## src/rtl/cameraCfg_settings.svh

```systemverilog
`ifndef CAMERA_CFG_SETTINGS_SVH
`define CAMERA_CFG_SETTINGS_SVH

// OV5640 SCCB write address, 0x3C shifted left with write bit
`define CFG_DEV_ADDR 8'h78

`define CFG_SCCB_DIV 4 // Clocks per quarter bit

`define CFG_QUEUE_DEPTH 4 // Pending writes between sequencer and bus

// Idle clocks after soft reset, scaled down from 5 ms
`define CFG_SETTLE_CYCLES 256

`define CFG_TABLE_LEN 24 // Entries in config table

`endif

```

## src/rtl/cameraCfgPkg.sv

```systemverilog
`default_nettype none

package cameraCfgPkg;

	// One sensor register write as it moves from table to bus
	typedef struct packed {
		logic [15:0] regAddr; // Register address, high byte sent first
		logic [7:0] regData; // Value written
		logic settle; // Hold the bus idle after this write
		logic last; // Final entry of the table
	} regWrite_t;

endpackage

`default_nettype wire

```

## src/rtl/ov5640ConfigTable.sv

```systemverilog
`timescale 1ns/1ps
`default_nettype none

`include "cameraCfg_settings.svh"

module ov5640ConfigTable import cameraCfgPkg::*;
(
	input wire logic [7:0] index, // Table position
	output regWrite_t entry // Register write at that position
);

	logic [23:0] word; // Address and data as one word

	always_comb
	begin
		case (index)
			8'd0: word = 24'h310311; // Clock from pad
			8'd1: word = 24'h300882; // Soft reset, needs settle time
			8'd2: word = 24'h300842; // Soft power down
			8'd3: word = 24'h310303; // Clock from PLL
			8'd4: word = 24'h3017ff; // FREX, VSYNC, HREF, PCLK, D[9:6] out
			8'd5: word = 24'h3018ff; // D[5:0] and GPIO out
			8'd6: word = 24'h303713; // PLL root and pre-divider
			8'd7: word = 24'h310801; // PCLK and SCLK root dividers
			8'd8: word = 24'h300e58; // MIPI off, DVP on
			8'd9: word = 24'h430030; // YUV422 YUYV
			8'd10: word = 24'h501f00; // ISP in YUV mode
			8'd11: word = 24'h303541; // PLL for 720p
			8'd12: word = 24'h303669; // PLL multiplier
			8'd13: word = 24'h380805; // Output width high
			8'd14: word = 24'h380900; // Output width low, 1280
			8'd15: word = 24'h380a02; // Output height high
			8'd16: word = 24'h380bd0; // Output height low, 720
			8'd17: word = 24'h380c07; // HTS high
			8'd18: word = 24'h380d64; // HTS low
			8'd19: word = 24'h380e02; // VTS high
			8'd20: word = 24'h380fe4; // VTS low
			8'd21: word = 24'h381304; // Vertical offset
			8'd22: word = 24'h382404; // PCLK manual divider
			8'd23: word = 24'h300802; // Wake up from standby
			default: word = 24'h000000; // Past the end
		endcase

		entry.regAddr = word[23:8];
		entry.regData = word[7:0];
		// Only the soft reset entry waits afterwards
		entry.settle = (index == 8'd1);
		entry.last = (index == 8'(`CFG_TABLE_LEN - 1)); // Zero beyond the table too
	end

endmodule

`default_nettype wire

```

## src/rtl/configSequencer.sv

```systemverilog
`timescale 1ns/1ps
`default_nettype none

module configSequencer import cameraCfgPkg::*;
(
	input wire logic clk,
	input wire logic rst,
	input wire logic start, // Begin a table run
	input wire logic full, // Queue cannot take more
	input wire logic done, // Writer finished the last entry
	output logic push, // Write pushData into queue
	output regWrite_t pushData,
	output logic busy // Run in progress
);

	logic [7:0] index; // Next table entry to push
	logic active; // Still entries left to push
	regWrite_t entry;

	ov5640ConfigTable ov5640ConfigTable_inst
	(
		.index(index),
		.entry(entry)
	);

	assign push = active && !full; // Stall on back-pressure
	assign pushData = entry;

	always_ff @(posedge clk)
	begin
		if (rst)
		begin
			index <= 8'd0;
			active <= 1'b0;
			busy <= 1'b0;
		end
		else if (start && !busy)
		begin
			index <= 8'd0; // Always replay from the top
			active <= 1'b1;
			busy <= 1'b1;
		end
		else
		begin
			if (push)
			begin
				if (entry.last)
					active <= 1'b0; // Table exhausted
				else
					index <= index + 8'd1;
			end
			if (done)
				busy <= 1'b0; // Falls the cycle after done
		end
	end

endmodule

`default_nettype wire

```

## src/rtl/writeQueue.sv

```systemverilog
`timescale 1ns/1ps
`default_nettype none

`include "cameraCfg_settings.svh"

module writeQueue import cameraCfgPkg::*;
#(
	parameter int DEPTH = `CFG_QUEUE_DEPTH // Power of two
)
(
	input wire logic clk,
	input wire logic rst,
	input wire logic push,
	input wire regWrite_t pushData,
	input wire logic pop,
	output regWrite_t head, // Oldest entry, valid while not empty
	output logic full,
	output logic empty
);

	localparam int PTRW = (DEPTH > 1) ? $clog2(DEPTH) : 1;
	localparam int CNTW = $clog2(DEPTH + 1);

	regWrite_t mem [DEPTH];
	logic [PTRW-1:0] wrPtr;
	logic [PTRW-1:0] rdPtr;
	logic [CNTW-1:0] count; // Entries held
	logic wrEn;
	logic rdEn;

	assign wrEn = push && !full; // Overflow guard
	assign rdEn = pop && !empty;
	assign head = mem[rdPtr]; // Fall-through read
	assign full = (count == CNTW'(DEPTH));
	assign empty = (count == '0);

	always_ff @(posedge clk)
	begin
		if (wrEn)
			mem[wrPtr] <= pushData;
	end

	always_ff @(posedge clk)
	begin
		if (rst)
		begin
			wrPtr <= '0;
			rdPtr <= '0;
			count <= '0;
		end
		else
		begin
			if (wrEn)
				wrPtr <= (wrPtr == PTRW'(DEPTH - 1)) ? '0 : wrPtr + 1'b1;
			if (rdEn)
				rdPtr <= (rdPtr == PTRW'(DEPTH - 1)) ? '0 : rdPtr + 1'b1;
			if (wrEn && !rdEn)
				count <= count + 1'b1;
			else if (rdEn && !wrEn)
				count <= count - 1'b1;
		end
	end

endmodule

`default_nettype wire

```

## src/rtl/sccbWriter.sv

```systemverilog
`timescale 1ns/1ps
`default_nettype none

`include "cameraCfg_settings.svh"

module sccbWriter import cameraCfgPkg::*;
(
	input wire logic clk,
	input wire logic rst,
	input wire logic start, // Run start, clears nackSeen
	input wire logic empty,
	input wire regWrite_t head,
	output logic pop, // Take head from queue
	output logic sioc, // SCCB clock
	output logic siodOe, // High pulls SIOD low
	input wire logic siodIn, // Resolved SIOD level
	output logic done, // After stop of the last entry
	output logic nackSeen // Sticky missing acknowledge
);

	localparam int DIVW = $clog2(`CFG_SCCB_DIV) + 1;
	localparam int SETW = $clog2(`CFG_SETTLE_CYCLES) + 1;

	typedef enum logic [2:0] {stIdle, stStart, stBits, stStop, stSettle} state_t;

	state_t state;
	logic [DIVW-1:0] divCnt; // Quarter-bit divider
	logic tick; // End of a quarter bit
	logic [1:0] qtr; // Quarter within bit or condition
	logic [3:0] bitCnt; // 0..7 data, 8 acknowledge
	logic [1:0] frame; // Byte within transaction
	logic [31:0] shiftReg; // Device, address high, address low, data
	logic [SETW-1:0] settleCnt;
	logic curSettle; // Flags of the write on the bus
	logic curLast;
	logic running; // Tracks the run for start filtering

	assign tick = (divCnt == DIVW'(`CFG_SCCB_DIV - 1));
	assign pop = (state == stIdle) && !empty; // Grab next write when free

	always_ff @(posedge clk)
	begin
		if (rst || state == stIdle || state == stSettle)
			divCnt <= '0; // Realign to the transaction
		else if (tick)
			divCnt <= '0;
		else
			divCnt <= divCnt + 1'b1;
	end

	always_ff @(posedge clk)
	begin
		if (rst)
		begin
			state <= stIdle;
			qtr <= 2'd0;
			bitCnt <= 4'd0;
			frame <= 2'd0;
			settleCnt <= '0;
			sioc <= 1'b1; // Bus idles high
			siodOe <= 1'b0;
			done <= 1'b0;
			nackSeen <= 1'b0;
			running <= 1'b0;
		end
		else
		begin
			done <= 1'b0; // Single-cycle pulse
			if (start && !running)
			begin
				running <= 1'b1;
				nackSeen <= 1'b0;
			end
			else if (done)
				running <= 1'b0; // In step with sequencer busy
			case (state)
				stIdle:
				begin
					qtr <= 2'd0;
					if (!empty)
					begin
						shiftReg <= {`CFG_DEV_ADDR, head.regAddr, head.regData};
						curSettle <= head.settle;
						curLast <= head.last;
						state <= stStart;
					end
				end
				stStart:
				begin
					if (tick)
					begin
						qtr <= qtr + 2'd1;
						case (qtr)
							2'd0: siodOe <= 1'b1; // SIOD falls, SIOC high
							2'd1: sioc <= 1'b0;
							2'd3:
							begin
								bitCnt <= 4'd0;
								frame <= 2'd0;
								state <= stBits;
							end
							default: ;
						endcase
					end
				end
				stBits:
				begin
					if (tick)
					begin
						qtr <= qtr + 2'd1;
						case (qtr)
							// Data moves only with SIOC low; release for acknowledge
							2'd0: siodOe <= (bitCnt == 4'd8) ? 1'b0 : !shiftReg[31];
							2'd1: sioc <= 1'b1;
							2'd2:
							begin
								if (bitCnt == 4'd8 && siodIn)
									nackSeen <= 1'b1; // Sensor left line high
							end
							default:
							begin
								sioc <= 1'b0;
								if (bitCnt == 4'd8)
								begin
									bitCnt <= 4'd0;
									frame <= frame + 2'd1;
									if (frame == 2'd3)
										state <= stStop; // Data byte done
								end
								else
								begin
									bitCnt <= bitCnt + 4'd1;
									shiftReg <= {shiftReg[30:0], 1'b0}; // MSB first
								end
							end
						endcase
					end
				end
				stStop:
				begin
					if (tick)
					begin
						qtr <= qtr + 2'd1;
						case (qtr)
							2'd0: siodOe <= 1'b1; // SIOD low under SIOC low
							2'd1: sioc <= 1'b1;
							2'd2: siodOe <= 1'b0; // SIOD rises, stop
							default:
							begin
								settleCnt <= '0;
								if (curSettle)
									state <= stSettle;
								else
								begin
									state <= stIdle;
									done <= curLast;
								end
							end
						endcase
					end
				end
				stSettle:
				begin
					if (settleCnt == SETW'(`CFG_SETTLE_CYCLES - 1))
					begin
						state <= stIdle;
						done <= curLast;
					end
					else
						settleCnt <= settleCnt + 1'b1; // Sensor recovers from reset
				end
				default: state <= stIdle;
			endcase
		end
	end

endmodule

`default_nettype wire

```

## src/rtl/cameraConfigTop.sv

```systemverilog
`timescale 1ns/1ps
`default_nettype none

module cameraConfigTop import cameraCfgPkg::*;
(
	input wire logic clk,
	input wire logic rst,
	input wire logic start, // Kick off the register table
	output logic sioc,
	output logic siodOe, // Open-drain pull-down enable
	input wire logic siodIn,
	output logic busy,
	output logic done,
	output logic nackSeen
);

	logic push;
	logic pop;
	logic full;
	logic empty;
	regWrite_t pushData; // Sequencer to queue
	regWrite_t head; // Queue to writer

	configSequencer configSequencer_inst
	(
		.clk(clk),
		.rst(rst),
		.start(start),
		.full(full),
		.done(done),
		.push(push),
		.pushData(pushData),
		.busy(busy)
	);

	writeQueue writeQueue_inst
	(
		.clk(clk),
		.rst(rst),
		.push(push),
		.pushData(pushData),
		.pop(pop),
		.head(head),
		.full(full),
		.empty(empty)
	);

	sccbWriter sccbWriter_inst
	(
		.clk(clk),
		.rst(rst),
		.start(start),
		.empty(empty),
		.head(head),
		.pop(pop),
		.sioc(sioc),
		.siodOe(siodOe),
		.siodIn(siodIn),
		.done(done),
		.nackSeen(nackSeen)
	);

endmodule

`default_nettype wire

```

## config.mk

```make
export PLATFORM = sky130hd
export DESIGN_NAME = cameraConfigTop
export DESIGN_NICKNAME = d
export VERILOG_FILES = /design/src/rtl/cameraCfgPkg.sv /design/src/rtl/ov5640ConfigTable.sv /design/src/rtl/configSequencer.sv /design/src/rtl/writeQueue.sv /design/src/rtl/sccbWriter.sv /design/src/rtl/cameraConfigTop.sv
export VERILOG_INCLUDE_DIRS = /design/src /design/src/rtl
export SDC_FILE = /design/constraint.sdc
export NUM_CORES = 1
export LEC_CHECK = 0
export BUFFER_PORTS_ARGS = -buffer_cell sky130_fd_sc_hd__buf_2
export CAP_MARGIN = 20
export CORE_UTILIZATION = 67
export DETAILED_ROUTE_END_ITERATION = 8
export GPL_TIMING_DRIVEN = 0
export PLACE_DENSITY_LB_ADDON = 0.12
export SLEW_MARGIN = 10
export SYNTH_ARGS = -nofsm -noshare
export SYNTH_HDL_FRONTEND = slang
export SYNTH_SLANG_ARGS = --single-unit
export TNS_END_PERCENT = 1
```

## constraint.sdc

```tcl
create_clock -name clk -period 11.7 [get_ports clk]
set_input_delay 2.34 -clock clk [delete_from_list [all_inputs] [get_ports clk]]
set_output_delay 2.34 -clock clk [all_outputs]
set_load 0.02 [all_outputs]
```

Yosys cells after proc, flatten, opt, wreduce, memory -nomap -nowiden
Memory sizes are Yosys's and may differ from the RTL's. A register that Yosys moved wholly into a read port is not among the register bits.
Index checks and enable logic that the tools add are counted.

cells by class
  add/sub/neg operators = 10
  equal/unequal tests = 35
  muxes and demuxes = 77
  bitwise gates (word level) = 3
  reduce and logical (&&, ||, !) cells = 48

operators with widths
  operator               number
  $mux W32               4
  $pmux W32 S2           1
  $mux W3                13
  $mux W1                28
  $mux W9                3
  $mux W24               1
  $ne A2 B1 Y1 const B   11
  $mux W2                10
  $mux W4                5
  $pmux W9 S2            1
  $reduce_bool A2 Y1     9
  $pmux W3 S5            1
  $ne A2 B2 Y1 const B   7
  $reduce_and A7 Y1      2
  $reduce_and A6 Y1      2
  $eq A2 B2 Y1 const B   5
  $mux W5                2
  $reduce_and A10 Y1     1
  $add A9 B1 Y9 const B  1
  $eq A3 B2 Y1 const B   3
  $eq A9 B8 Y1 const B   1
  $logic_and A1 B1 Y1    9
  $logic_not A3 Y1       3
  $add A2 B1 Y2 const B  4
  other kinds (26)       46

word-level totals
  register bits = 79
  bits in writable memories = 104
  ROM bits = 640
  bits of input ports = 4
  output and inout bits = 5
  word-level logic and storage cells = 195
  memories kept = 2

memories
  name                 depth  width  read ports  clocked after Yosys merged registers in  write ports  RTL line                 RTL
  (no name shown)      32     20     1           1                                        0            ov5640ConfigTable.sv:16  case (index)
  writeQueue_inst.mem  4      26     1           1                                        1            writeQueue.sv:24         regWrite_t mem [DEPTH];

Depth between registers and ports, before layout
  depth in word-level cells = 8
  gate-level depth with buffers = 11
  mapped depth without buffers = 11

By module
A second synthesis with hierarchy kept.

second synthesis, totals
  cell total of the unflattened synthesis = 671
  area total of the unflattened synthesis = 8,475.6 um^2

modules (own cells, without submodules)
  module             times used  cells an instance  area an instance (um^2)  seq. area each (um^2)
  writeQueue         1           186                4,244.1                  3,303.2
  sccbWriter         1           309                2,952.8                  1,581.5
  ov5640ConfigTable  1           127                834.6                    0.0
  configSequencer    1           49                 444.2                    200.2

Worst setup path before layout
No wires, ideal clock.

  kind = in2reg
  from = input port rst
  to = register sccbWriter_inst.shiftReg[0] (enable)
  library setup time = 0.474 ns
  arrival time = 5.087 ns
  required time = 11.226 ns
  path slack = 6.139 ns
  cell stages on the path = 3
  path buffers = 2
  cells stage by stage = buf_6 > clkbuf_1 > a221oi_1

on the way
  longest elaborated chain between the ends = 2

ends and longest elaborated chain
  what                                RTL line              RTL
  from (decl)                         cameraConfigTop.sv:7  input wire logic rst,
  $not A1 Y1 (no source line)         --
  $reduce_and A6 Y1 (no source line)  --
  to (signal assigned)                sccbWriter.sv:82      shiftReg <= {`CFG_DEV_ADDR, head.regAddr, head.regData};
  to (signal assigned)                sccbWriter.sv:133     shiftReg <= {shiftReg[30:0], 1'b0};
  to (decl)                           sccbWriter.sv:32      logic [31:0] shiftReg;

No other way between the ends.
A chain may end at the register's enable or synchronous reset.

==> results.sh <==
export IMPL_worst_slew_pin_slew_ps=924
export IMPL_synthMuxAreaShare=0.0702
export IMPL_total_power_mw=1.76
export IMPL_clkSinkCount=189
export IMPL_viasPerCell=6.22
export IMPL_dp_hpwl_um=11000
export IMPL_min_path_cells=1
export IMPL_setup_tns_ps=0
export IMPL_powerDensity_mw_per_mm2=193
export IMPL_fin_cells=841
export IMPL_gp_congestion=0.919
export IMPL_fmax_mhz=219
export IMPL_drt_iter0_drc=470
export IMPL_async_flop_share=0
export IMPL_drt_antenna_violating_nets=0
export IMPL_final_util=0.762
export IMPL_coreArea_mm2=0.0120
export IMPL_rows=40
export IMPL_clock_skew_ps=7.29
export IMPL_min_to="sccbWriter_inst.running"
export IMPL_met1_length_um=7080
export IMPL_clockRootBuffer="clkbuf_16"
export IMPL_highest_layer="met4"
export IMPL_synth_xor_area_frac=0.0126
export IMPL_htree_levels=4
export IMPL_ir_worst_vdd_mv=0.107
export IMPL_critical_path_required_ps=11980
export IMPL_insertion_delay_ps=420
export IMPL_top_level_ports=9
export IMPL_routed_wl_um=17000
export IMPL_layout_drive_gt1_share=0.147
export IMPL_synth_edff_count=122
export IMPL_rsz0062_at_grt="no"
export IMPL_die_area_mm2=0.0127
export IMPL_clkSlewWorstSetupHoldPaths_ps=70
export IMPL_ff2ff_setup_slack_ps=8510
export IMPL_finalSetupViolations=0
export IMPL_grt_antenna_before_repair=0
export IMPL_die_h_um=113
export IMPL_r2r_cells=10
export IMPL_maxCapViolations=0
export IMPL_cts_buffers=17
export IMPL_r2r_start="configSequencer_inst.index[0]"
export IMPL_min_period_over_period=0.390
export IMPL_avgRoutedWirePerCell_um=20.2
export IMPL_synth_compound_area_frac=0.0798
export IMPL_slew_headroom=0.384
export IMPL_synth_fa_ha_area_frac=0.0436
export IMPL_synthDistinctLibCells=75
export IMPL_grt_max_degree=23
export IMPL_slew_violations=0
export IMPL_path_class="primary input to flop"
export IMPL_synthSimpleGateAreaFrac=0.156
export IMPL_grt_overflow=0
export IMPL_period_minus_slack_ps=4560
export IMPL_critPathLaunchType="primary input"
export IMPL_min_delay_start="sccbWriter_inst.done"
export IMPL_vias=5232
export IMPL_wl_met3_um=992
export IMPL_avgSynthCellArea_um2=12.6
export IMPL_ys_warn_count=0
export IMPL_dp_cells=807
export IMPL_cp_arrival_ps=4840
export IMPL_synth_flop_cell="edfxtp_1"
export IMPL_seq_area_frac_synth=0.609
export IMPL_dr_pass1_iters=5
export IMPL_die_x_um=113
export IMPL_start_util=0.687
export IMPL_synth_top_family_by_area="simple AND/OR/NAND/NOR gates"
export IMPL_crit_path_max_fanout=10
export IMPL_cts_tree="done"
export IMPL_mappedNetlistArea_mm2=0.00822
export IMPL_post_cts_resized=0
export IMPL_cts_hold_buf=0
export IMPL_clk_path_buf_depth=2
export IMPL_p_leak_nw=3.21
export IMPL_wl_met2_um=8610
export IMPL_grt_pass1_wl_um=27100
export IMPL_syn_to_final_growth_pct=10.9
export IMPL_post_cts_buffers=0
export IMPL_outcome="finished, final reports clean"
export IMPL_netlist_instances=650
export IMPL_hp_class="flop to flop"
export IMPL_synth_fp_nets=682
export IMPL_diodes=0
export IMPL_hold_viol=0
export IMPL_synth_seq_cells=189
export IMPL_endpoint_kind="flop"
export IMPL_io_buffers=7
export IMPL_grt_use_total=0.287
export IMPL_drc=0
export IMPL_nets=713
export IMPL_grt_pass1_vias=5187
cell usage after synthesis (2+ instances only):
cell       number  area share
edfxtp_1      122        0.45
nand2_1        96       0.044
dfxtp_1        67        0.16
nor2_1         39       0.018
a21oi_1        33       0.020
and2_1         33       0.025
ha_1           27       0.041
mux4_2         22       0.060
clkbuf_1       17      0.0078
o21ai_0        16      0.0097
inv_1          15      0.0069
nor3_1         12      0.0073
nand3_1        10      0.0061
o211ai_1        9      0.0082
and3_1          7      0.0053
mux2i_1         7      0.0085
nand2b_1        7      0.0053
nand4_1         7      0.0053
buf_6           6      0.0082
or3_1           6      0.0046
xor2_1          6      0.0064
nor2b_1         5      0.0038
a31oi_1         4      0.0030
xnor2_1         4      0.0043
a211oi_1        3      0.0027
buf_2           3      0.0018
nor3b_1         3      0.0027
nor4_1          3      0.0023
nor4b_1         3      0.0032
o21bai_1        3      0.0027
o22ai_1         3      0.0023
a2bb2oi_1       2      0.0021
a31o_2          2      0.0021
a32oi_1         2      0.0021
and2_4          2      0.0021
nand3b_1        2      0.0018
o211ai_2        2      0.0030
o31ai_1         2      0.0018
or3b_1          2      0.0021
cells in the final DEF, fill, tap and decap left out, drive strengths merged, types with 3 or more instances in the layout:
master / instances
edfxtp: 122
nand2: 97
dfxtp: 67
nor2: 40
clkbuf: 38
and2: 35
a21oi: 34
ha: 27
mux4: 22
buf: 22
o21ai: 17
inv: 17
nor3: 13
o211ai: 12
nand3: 10
and3: 8
nand2b: 8
clkinv: 8
mux2i: 7
nand4: 7
or3: 6
xor2: 6
nor2b: 5
xnor2: 5
nor3b: 5
a31oi: 4
a211oi: 4
o22ai: 3
nor4b: 3
o21bai: 3
nor4: 3
bufinv: 3
kinds of logic after synthesis:
group | after synthesis
mux | 30
xor+xnor | 11
fa+ha+maj | 28
flops | 189
buf+inv | 46
compound gates | 95
simple gates | 251
cell type report:
class                   count  area, um^2
multi-input cells         415        3000
flip-flops and latches    189        5000
well taps                 147         184
fillers                   719        2850
clock inverters            12         145
clock buffers              20         437
plain buffers              28         164
repair buffers             12         110
inverters                  18        68.8
layer usage:
metal / GRT usage / up-vias
met5: 0 / -
met4: 0.106 / 0
met3: 0.0616 / 34
met2: 0.486 / 194
met1: 0.367 / 2577
li1: - / 2427
how the worst max path moves through the flow:
stage / slack (ps) / depth (start not counted) / startpoint / to
final: 7140 / 11 / start / flop
after global routing: 7010 / 11 / start / flop
after CTS: 7190 / 11 / start / flop
after detailed placement: 6750 / 11 / start / flop
after global placement: 5180 / 3 / rst / sccbWriter_inst.shiftReg[7]
after floorplan: 6140 / 3 / rst / sccbWriter_inst.shiftReg[0]
worst max-delay path, stage by stage:
cell and delay [ps]:
buf_2 110, nand2b_1 130, nand2b_1 80, clkbuf_8 180, a211oi_2 640, inv_1 220, ha_1 440, inv_1 140
nor2_1 70, o21ai_0 300, o211ai_1 160
stage by stage:
step / hold slack [ps] / instance area, um^2 / worst slack (ps)
final: 462 / 9110 / 7140
after global routing: 476 / 9110 / 7010
after CTS: 466 / 9080 / 7190
after detailed placement: 427 / 8500 / 6750
after global placement: 414 / 8430 / 5180
after floorplan: 407 / 8220 / 6140
report_power, final:
group	total [mW]	internal, mW	switching [mW]
clock network	0.572	0.334	0.237
logic	0.343	0.144	0.199
registers	0.846	0.812	0.0344
total	1.76	1.29	0.471
Power figures use the tool's default switching activity.
